**src/hw/corr_pkg.sv**
```systemverilog
package corr_pkg;

  // probe and counter widths
  localparam int N_PROBE = 16;
  localparam int CNT_W   = 5;  // 0..16 matching bits
  localparam int HIT_W   = 16;

  // register port
  localparam int WB_AW = 3;  // word address
  localparam int WB_DW = 32;

  // pwm
  localparam int PWM_PERIOD = 16;
  localparam int PWM_CW     = $clog2(PWM_PERIOD);

  // input conditioning
  localparam int N_SYNC         = 2;
  localparam int PROBE_DEBOUNCE = 4;
  localparam int BTN_DEBOUNCE   = 8;

  localparam logic [WB_DW-1:0] CORR_VERSION = 32'h0001_0003;

  // register map, word addresses
  localparam logic [WB_AW-1:0] ADDR_CTRL    = 3'd0;
  localparam logic [WB_AW-1:0] ADDR_PATTERN = 3'd1;
  localparam logic [WB_AW-1:0] ADDR_MASK    = 3'd2;
  localparam logic [WB_AW-1:0] ADDR_STATUS  = 3'd3;
  localparam logic [WB_AW-1:0] ADDR_HITS    = 3'd4;  // write clears
  localparam logic [WB_AW-1:0] ADDR_BTN     = 3'd5;  // write clears
  localparam logic [WB_AW-1:0] ADDR_VERSION = 3'd6;

  // bit position of the full flag in STATUS
  localparam int STS_FULL_BIT = 8;

  typedef logic [N_PROBE-1:0] probe_t;

  // configuration from the register bank to the engine
  typedef struct packed {
    logic   enable;
    probe_t pattern;
    probe_t mask;
    logic   hit_clr;  // one clock pulse
  } corr_cfg_t;

  // status from the engine
  typedef struct packed {
    logic [CNT_W-1:0] match_cnt;
    logic             full;
    logic [HIT_W-1:0] hits;
  } corr_sts_t;

endpackage

```
**src/hw/corr_engine.sv**
```systemverilog
module corr_engine import corr_pkg::*; (
  input  logic      i_clk,
  input  logic      i_arst_n,
  input  probe_t    i_probe,
  input  corr_cfg_t i_cfg,
  output corr_sts_t o_sts
);

  probe_t           agree;     // masked bits equal to pattern
  probe_t           miss;      // masked bits that differ
  logic [CNT_W-1:0] cnt_d;
  logic             full_d;
  logic             full_rise;
  logic [CNT_W-1:0] cnt_q;
  logic             full_q;
  logic [HIT_W-1:0] hits_q;

  assign agree = ~(i_probe ^ i_cfg.pattern) & i_cfg.mask;
  assign miss  = (i_probe ^ i_cfg.pattern) & i_cfg.mask;

  // population count of agreeing bits
  always_comb begin
    cnt_d = '0;
    for (int i = 0; i < N_PROBE; i++) begin
      cnt_d = cnt_d + CNT_W'(agree[i]);
    end
  end

  // an empty mask counts as a full match
  assign full_d    = i_cfg.enable && (miss == '0);
  assign full_rise = full_d && !full_q;

  always_ff @(posedge i_clk or negedge i_arst_n) begin
    if (!i_arst_n) begin
      cnt_q  <= '0;
      full_q <= 1'b0;
    end else begin
      cnt_q  <= i_cfg.enable ? cnt_d : '0;
      full_q <= full_d;
    end
  end

  // hits hold while disabled since full_d stays low
  always_ff @(posedge i_clk or negedge i_arst_n) begin
    if (!i_arst_n) begin
      hits_q <= '0;
    end else if (i_cfg.hit_clr) begin
      hits_q <= '0;  // clear beats increment
    end else if (full_rise && (hits_q != '1)) begin
      hits_q <= hits_q + 1'b1;
    end
  end

  assign o_sts.match_cnt = cnt_q;
  assign o_sts.full      = full_q;
  assign o_sts.hits      = hits_q;

endmodule

```
**src/hw/corr_pwm.sv**
```systemverilog
module corr_pwm import corr_pkg::*; (
  input  logic             i_clk,
  input  logic             i_arst_n,
  input  logic [CNT_W-1:0] i_duty,
  output logic             o_pwm
);

  logic [PWM_CW-1:0] period_q;
  logic [CNT_W-1:0]  duty_q;
  logic              wrap;

  assign wrap = (period_q == PWM_CW'(PWM_PERIOD - 1));

  always_ff @(posedge i_clk or negedge i_arst_n) begin
    if (!i_arst_n) begin
      period_q <= '0;
      duty_q   <= '0;
    end else begin
      if (wrap) begin
        period_q <= '0;
        duty_q   <= i_duty;  // only changes at period boundary
      end else begin
        period_q <= period_q + 1'b1;
      end
    end
  end

  // duty of PWM_PERIOD keeps it high
  always_ff @(posedge i_clk or negedge i_arst_n) begin
    if (!i_arst_n) begin
      o_pwm <= 1'b0;
    end else begin
      o_pwm <= (CNT_W'(period_q) < duty_q);
    end
  end

endmodule

```
**src/hw/corr_regs.sv**
```systemverilog
module corr_regs import corr_pkg::*; (
  input  logic             i_clk,
  input  logic             i_arst_n,
  input  logic             i_wb_cyc,
  input  logic             i_wb_stb,
  input  logic             i_wb_we,
  input  logic [WB_AW-1:0] i_wb_adr,
  input  logic [WB_DW-1:0] i_wb_dat,
  input  logic             i_btn_rise,
  input  corr_sts_t        i_sts,
  output logic [WB_DW-1:0] o_wb_dat,
  output logic             o_wb_ack,
  output corr_cfg_t        o_cfg
);

  logic             req;
  logic             wr;
  logic             enable_q;
  probe_t           pattern_q;
  probe_t           mask_q;
  logic             hit_clr_q;
  logic [HIT_W-1:0] btn_cnt_q;
  logic [WB_DW-1:0] rd_data;

  // new request, not the one being acked
  assign req = i_wb_cyc && i_wb_stb && !o_wb_ack;
  assign wr  = req && i_wb_we;

  always_ff @(posedge i_clk or negedge i_arst_n) begin
    if (!i_arst_n) begin
      o_wb_ack  <= 1'b0;
      enable_q  <= 1'b0;
      pattern_q <= '0;
      mask_q    <= '0;
      hit_clr_q <= 1'b0;
    end else begin
      o_wb_ack  <= req;
      hit_clr_q <= wr && (i_wb_adr == ADDR_HITS);  // any data clears
      if (wr) begin
        case (i_wb_adr)
          ADDR_CTRL:    enable_q  <= i_wb_dat[0];
          ADDR_PATTERN: pattern_q <= i_wb_dat[N_PROBE-1:0];
          ADDR_MASK:    mask_q    <= i_wb_dat[N_PROBE-1:0];
          default:      ;  // read only or unmapped
        endcase
      end
    end
  end

  // button presses, clear wins over a press
  always_ff @(posedge i_clk or negedge i_arst_n) begin
    if (!i_arst_n) begin
      btn_cnt_q <= '0;
    end else if (wr && (i_wb_adr == ADDR_BTN)) begin
      btn_cnt_q <= '0;
    end else if (i_btn_rise && (btn_cnt_q != '1)) begin
      btn_cnt_q <= btn_cnt_q + 1'b1;
    end
  end

  always_comb begin
    rd_data = '0;
    case (i_wb_adr)
      ADDR_CTRL:    rd_data[0]         = enable_q;
      ADDR_PATTERN: rd_data[N_PROBE-1:0] = pattern_q;
      ADDR_MASK:    rd_data[N_PROBE-1:0] = mask_q;
      ADDR_STATUS: begin
        rd_data[CNT_W-1:0]   = i_sts.match_cnt;
        rd_data[STS_FULL_BIT] = i_sts.full;
      end
      ADDR_HITS:    rd_data = WB_DW'(i_sts.hits);
      ADDR_BTN:     rd_data = WB_DW'(btn_cnt_q);
      ADDR_VERSION: rd_data = CORR_VERSION;
      default:      rd_data = '0;  // unmapped reads zero
    endcase
  end

  // valid together with ack
  always_ff @(posedge i_clk or negedge i_arst_n) begin
    if (!i_arst_n) begin
      o_wb_dat <= '0;
    end else if (req) begin
      o_wb_dat <= rd_data;
    end else begin
      o_wb_dat <= '0;
    end
  end

  assign o_cfg.enable  = enable_q;
  assign o_cfg.pattern = pattern_q;
  assign o_cfg.mask    = mask_q;
  assign o_cfg.hit_clr = hit_clr_q;

endmodule

```
**src/hw/corr_top.sv**
```systemverilog
module corr_top import corr_pkg::*; (
  input  logic             i_clk,
  input  logic             i_arst_n,
  input  logic             i_wb_cyc,
  input  logic             i_wb_stb,
  input  logic             i_wb_we,
  input  logic [WB_AW-1:0] i_wb_adr,
  input  logic [WB_DW-1:0] i_wb_dat,
  output logic [WB_DW-1:0] o_wb_dat,
  output logic             o_wb_ack,
  input  probe_t           i_probe,
  input  logic             i_btn,
  output logic             o_pwm,
  output logic             o_en,
  output logic             o_btn
);

  logic      rst_n;
  probe_t    probe_q;
  logic      btn_rise;
  corr_cfg_t cfg;
  corr_sts_t sts;

  rst_sync u_rst_sync (
    .i_clk    (i_clk),
    .i_arst_n (i_arst_n),
    .o_rst_n  (rst_n)
  );

  sync_bit #(
    .T_BITS          (probe_t),
    .DEBOUNCE_CYCLES (PROBE_DEBOUNCE)
  ) u_probe_sync (
    .i_clk    (i_clk),
    .i_arst_n (rst_n),
    .i_bits   (i_probe),
    .o_bits   (probe_q),
    .o_rise   (),  // edges not needed on probes
    .o_fall   ()
  );

  sync_bit #(
    .T_BITS          (logic),
    .DEBOUNCE_CYCLES (BTN_DEBOUNCE)
  ) u_btn_sync (
    .i_clk    (i_clk),
    .i_arst_n (rst_n),
    .i_bits   (i_btn),
    .o_bits   (o_btn),     // level LED
    .o_rise   (btn_rise),  // press counter
    .o_fall   ()
  );

  corr_regs u_corr_regs (
    .i_clk      (i_clk),
    .i_arst_n   (rst_n),
    .i_wb_cyc   (i_wb_cyc),
    .i_wb_stb   (i_wb_stb),
    .i_wb_we    (i_wb_we),
    .i_wb_adr   (i_wb_adr),
    .i_wb_dat   (i_wb_dat),
    .i_btn_rise (btn_rise),
    .i_sts      (sts),
    .o_wb_dat   (o_wb_dat),
    .o_wb_ack   (o_wb_ack),
    .o_cfg      (cfg)
  );

  corr_engine u_corr_engine (
    .i_clk    (i_clk),
    .i_arst_n (rst_n),
    .i_probe  (probe_q),
    .i_cfg    (cfg),
    .o_sts    (sts)
  );

  corr_pwm u_corr_pwm (
    .i_clk    (i_clk),
    .i_arst_n (rst_n),
    .i_duty   (sts.match_cnt),
    .o_pwm    (o_pwm)
  );

  assign o_en = cfg.enable;  // enable LED

endmodule

```
**src/hw/rst_sync.sv**
```systemverilog
module rst_sync (
  input  logic i_clk,
  input  logic i_arst_n,
  output logic o_rst_n
);

  logic [1:0] sync_q;

  // assert at once, release after two edges
  always_ff @(posedge i_clk or negedge i_arst_n) begin
    if (!i_arst_n) begin
      sync_q <= '0;
    end else begin
      sync_q <= {sync_q[0], 1'b1};  // shift ones in
    end
  end

  assign o_rst_n = sync_q[1];

endmodule

```
**src/hw/sync_bit.sv**
```systemverilog
module sync_bit import corr_pkg::*; #(
  parameter type T_BITS          = logic,
  parameter int  DEBOUNCE_CYCLES = 4
) (
  input  logic  i_clk,
  input  logic  i_arst_n,
  input  T_BITS i_bits,
  output T_BITS o_bits,
  output T_BITS o_rise,
  output T_BITS o_fall
);

  localparam int DB_W = $clog2(DEBOUNCE_CYCLES + 1);

  T_BITS           sync_q [N_SYNC];  // metastability chain
  T_BITS           prev_q;           // last synchronized value
  T_BITS           sync_last;
  logic [DB_W-1:0] stable_q;         // clocks without change
  logic            load;

  assign sync_last = sync_q[N_SYNC-1];

  always_ff @(posedge i_clk or negedge i_arst_n) begin
    if (!i_arst_n) begin
      for (int i = 0; i < N_SYNC; i++) begin
        sync_q[i] <= '0;
      end
    end else begin
      sync_q[0] <= i_bits;
      for (int i = 1; i < N_SYNC; i++) begin
        sync_q[i] <= sync_q[i-1];
      end
    end
  end

  // any change restarts the count
  always_ff @(posedge i_clk or negedge i_arst_n) begin
    if (!i_arst_n) begin
      prev_q   <= '0;
      stable_q <= '0;
    end else begin
      prev_q <= sync_last;
      if (sync_last != prev_q) begin
        stable_q <= '0;
      end else if (stable_q != DB_W'(DEBOUNCE_CYCLES)) begin
        stable_q <= stable_q + 1'b1;  // saturates
      end
    end
  end

  // fires once per stable period
  assign load = (sync_last == prev_q) && (stable_q == DB_W'(DEBOUNCE_CYCLES - 1));

  always_ff @(posedge i_clk or negedge i_arst_n) begin
    if (!i_arst_n) begin
      o_bits <= '0;
      o_rise <= '0;
      o_fall <= '0;
    end else if (load) begin
      o_bits <= prev_q;
      o_rise <= prev_q & ~o_bits;   // per bit 0 -> 1
      o_fall <= ~prev_q & o_bits;   // per bit 1 -> 0
    end else begin
      o_rise <= '0;
      o_fall <= '0;
    end
  end

endmodule

```
**config.mk**
```make
export PLATFORM = sky130hd
export DESIGN_NAME = corr_top
export DESIGN_NICKNAME = d
export VERILOG_FILES = /design/src/hw/corr_pkg.sv /design/src/hw/corr_engine.sv /design/src/hw/corr_pwm.sv /design/src/hw/corr_regs.sv /design/src/hw/corr_top.sv /design/src/hw/rst_sync.sv /design/src/hw/sync_bit.sv
export SDC_FILE = /design/constraint.sdc
export NUM_CORES = 1
export LEC_CHECK = 0
export BUFFER_PORTS_ARGS = -buffer_cell sky130_fd_sc_hd__buf_2
export CAP_MARGIN = 5
export CORE_UTILIZATION = 58
export CTS_CLUSTER_DIAMETER = 100
export DETAILED_ROUTE_END_ITERATION = 16
export PLACE_DENSITY = 0.8
export SYNTH_ARGS = -nofsm -noshare
export SYNTH_HDL_FRONTEND = slang
export SYNTH_SLANG_ARGS = --single-unit
```
**constraint.sdc**
```tcl
create_clock -name i_clk -period 7.05 [get_ports i_clk]
set_input_delay 1.41 -clock i_clk [delete_from_list [all_inputs] [get_ports i_clk]]
set_output_delay 1.41 -clock i_clk [all_outputs]
set_load 0.02 [all_outputs]
```
==> impl_metrics.yaml <==
sta:
  min_period_ps: 4600
  fin_setup_tns_ps: 0
  relSlewSlack_pct: 32.9
  grt_setup_unrepaired: "false"
  setup_slack_ps: 2450
  fmax_ghz: 0.217
  finalSetupViolCount: 0
  fin_skew_ps: 10.7
  drv_slew: 0
  fin_crit_sh_pct: 65.2
  tightestPinTransition_ps: 1000
  hold_viol: 0
clock_tree:
  holdBufCountCts: 0
  ctsResizeCount: 0
  clk_latency_ps: 430
  htreeDepth: 4
  cts_sinks: 178
  cts_buffers: 17
  clock_path_buffers: 2
  cts_tree: "done"
  clk_root_buffer_cell: "clkbuf_16"
  post_cts_buffers: 0
  path_clk_slew_ps: 70
setup_path:
  cp.buffers_inverters: 2
  slowest_stage: "fa_1"
  r2r-start: "u_corr_regs.pattern_q[1]"
  path_max_fanout: 3
  cp_top_family: "adder cells"
  worst-path-stages: 13
  worstSetupEndpointType: "flop"
  rr_endpoint: "u_corr_engine.cnt_q[2]"
  critical_path_class: "reg -> reg"
  critPathArrivalTime_ps: 4920
  path_cells: "xnor2_1, and2_1, ha_1, inv_1, fa_1, fa_1, fa_1, inv_1, fa_1, fa_1, fa_1, xor2_1, and2_1"
  crit_path_end: "u_corr_engine.cnt_q[2]"
  cpMostUsedCell: "fa_1"
  reg2reg_slack_ps: 2450
  worst_ep_required_time_ps: 7380
  start_kind: "flop"
  critPathLaunch: "u_corr_regs.pattern_q[1]"
  r2r_cells: 13
  max_stage_delay_ps: 550
pwr:
  internal-power_mw: 2.06
  seqPwrFrac_pct: 40.4
  pwr-share-clk_pct: 31.6
  p_comb_share_pct: 27.9
  p_sw_mw: 1.00
  p_leak_nw: 4.29
  irDropWorstVdd_v: 0.000294
  p_per_area_nw_per_um2: 337
  swShare_pct: 32.7
finish:
  instances_no_fill: 954
  final_net_count: 848
  layout_commonest_cell: "dfrtp_1"
  regArea_sq_um: 4460
  layout-drive-gt1-share_pct: 19.8
  fillers: 995
  area_delta_synth_final_pct: 12.3
  antenna_cells_inserted: 0
  multi_input_comb_area_sq_um: 3310
  final_cell_mix: "dfrtp_1 (177), buf_2 (61), nor2_1 (59)"
  utilization_pct: 67.7
yosys:
  ys_ff_latch: 178
  yosysWarnings: 0
  ys.flop_type: "dfrtp_1"
  yosysSeqAreaShare_pct: 55.1
  synth_edf_count: 0
  synth_cell_types: 49
  synthArstFlopShare_pct: 100
  netlist_instances: 710
  syn_avg_cell_area_sq_um: 11.4
  mappedNetlistArea_sq_um: 8080
global_routing:
  antenna_found_initial: 0
  grt_max_degree: 74
  grt_overflow: 0
  grt_pass1_wl_mm: 27.6
  track_usage_pct: 25.1
  grt_pass1_vias: 5613
floorplanning:
  coreArea_sq_um: 13400
  fp-row-count: 42
  start_util_pct: 60.3
  fp.dieH_um: 120
  die_w_um: 120
  ios: 93
  die_area_sq_um: 14400
outcome:
  outcome: "complete, no violations"
routing:
  wl_per_cell_um: 17.2
  drt_iter0_drc: 473
  drt-total-wl_mm: 16.4
  vias_per_cell: 5.71
  firstDrtPassIters: 5
  dr_total_vias: 5451
  ant_nets: 0
  drc: 0
worst_hold_path:
  min_path_type: "reg -> async"
placement:
  port_buffers: 61
  dp.cells: 922
  place.gp.congestion: 0.902
  post-place-ws_ps: 2480
  dpl.hpwl_mm: 11.6
flow_run:
  max-cap-violations: 0
-- routing by layer --
metal / GRT usage (%) / part of all wire (%) / vias up
li1: - / - / 2523
met3: 6.46 / 5.1 / 24
met5: 0 / 0 / -
met1: 31.1 / 42 / 2739
met4: 10.0 / 2.3 / 0
met2: 42.0 / 51 / 165
-- final cells by class --
class                           count  area share, %
Multi-Input combinational cell    465           36.5
Clock buffer                       18           4.84
Timing Repair Buffer               64           3.61
Tap cell                          176           2.43
Clock inverter                     14           1.88
Sequential cell                   178           49.2
Inverter                           39           1.61
-- synthesized netlist by cell type (6+ instances only) --
cell type	n	area share [%]
dfrtp_1	178	55
nor2_1	59	2.7
mux2_2	51	7.1
inv_1	39	1.8
nand2_1	33	1.5
xor2_1	29	3.1
a21oi_1	26	1.6
clkbuf_1	23	1.1
o21ai_0	22	1.4
xnor2_1	21	2.3
and2_1	20	1.5
nand3_1	18	1.1
nor2b_1	18	1.4
ha_1	16	2.5
buf_4	15	1.4
a221oi_1	13	1.4
a22oi_1	13	1.2
and3_1	11	0.85
fa_1	10	2.5
nor3_1	10	0.62
mux2i_1	9	1.1
o31ai_1	7	0.65
or3_1	7	0.54
nand2b_1	6	0.46
nand4_1	6	0.46
or4_1	6	0.56
-- per-stage QoR --
stage                     total power, mW  hold slack, ps  instance area [sq um]
after detailed placement             2.10             335                   8460
after floorplan                      1.87             331                   8130
after global routing                 3.26             357                   9070
after CTS                            3.08             350                   9070
after global placement               2.04             331                   8460
final                                3.06             335                   9070
-- worst min-delay path by stage --
stage	start	end	slack, ps
6_report	u_rst_sync.sync_q[1]	u_probe_sync.prev_q[0]	330
5_1_grt	u_probe_sync.sync_q[20]	u_probe_sync.sync_last[4]	360
4_1_cts	u_probe_sync.sync_q[20]	u_probe_sync.sync_last[4]	350
3_5_place_dp	u_probe_sync.sync_q[20]	u_probe_sync.sync_last[4]	330
3_3_place_gp	u_probe_sync.sync_q[27]	u_probe_sync.sync_last[11]	330
2_1_floorplan	u_btn_sync.sync_q[1]	u_btn_sync.sync_last	330
-- logic make-up after synthesis --
kind of cell	count (synthesis)	synth area share (%)
AND/OR/NAND/NOR	213	13.5
flip-flops	178	55.1
AO/OA/AOI/OAI	100	7.99
buffers and inverters	81	4.65
multiplexers	60	8.22
XOR/XNOR	50	5.42
adder cells (fa/ha/maj)	26	4.96
other	2	0.0930
-- registers in the layout, indices dropped and copies added, names as in the netlist, 4 cells and up --
name / count
u_corr_regs.o_wb_dat: 17
u_corr_engine.hits_q: 16
u_corr_pwm.period_q: 4
u_probe_sync.sync_q: 16
u_corr_regs.btn_cnt_q: 16
u_btn_sync.stable_q: 4
u_probe_sync.prev_q: 16
u_corr_regs.pattern_q: 16
u_probe_sync.sync_last: 16
u_corr_regs.mask_q: 16
u_corr_engine.cnt_q: 5
u_probe_sync.o_bits: 16
u_corr_pwm.duty_q: 5
-- power by group through the flow --
| stage | Combinational (mW) | Sequential, mW | Clock, mW |
|---|---|---|---|
| final | 0.854 | 1.24 | 0.967 |
| after global routing | 0.983 | 1.25 | 1.02 |
| after CTS | 0.862 | 1.23 | 0.980 |
| after detailed placement | 0.849 | 1.25 | 0 |
| after global placement | 0.798 | 1.24 | 0 |
| after floorplan | 0.632 | 1.23 | 0 |
Note: power is estimated with default switching activity, not from simulation.
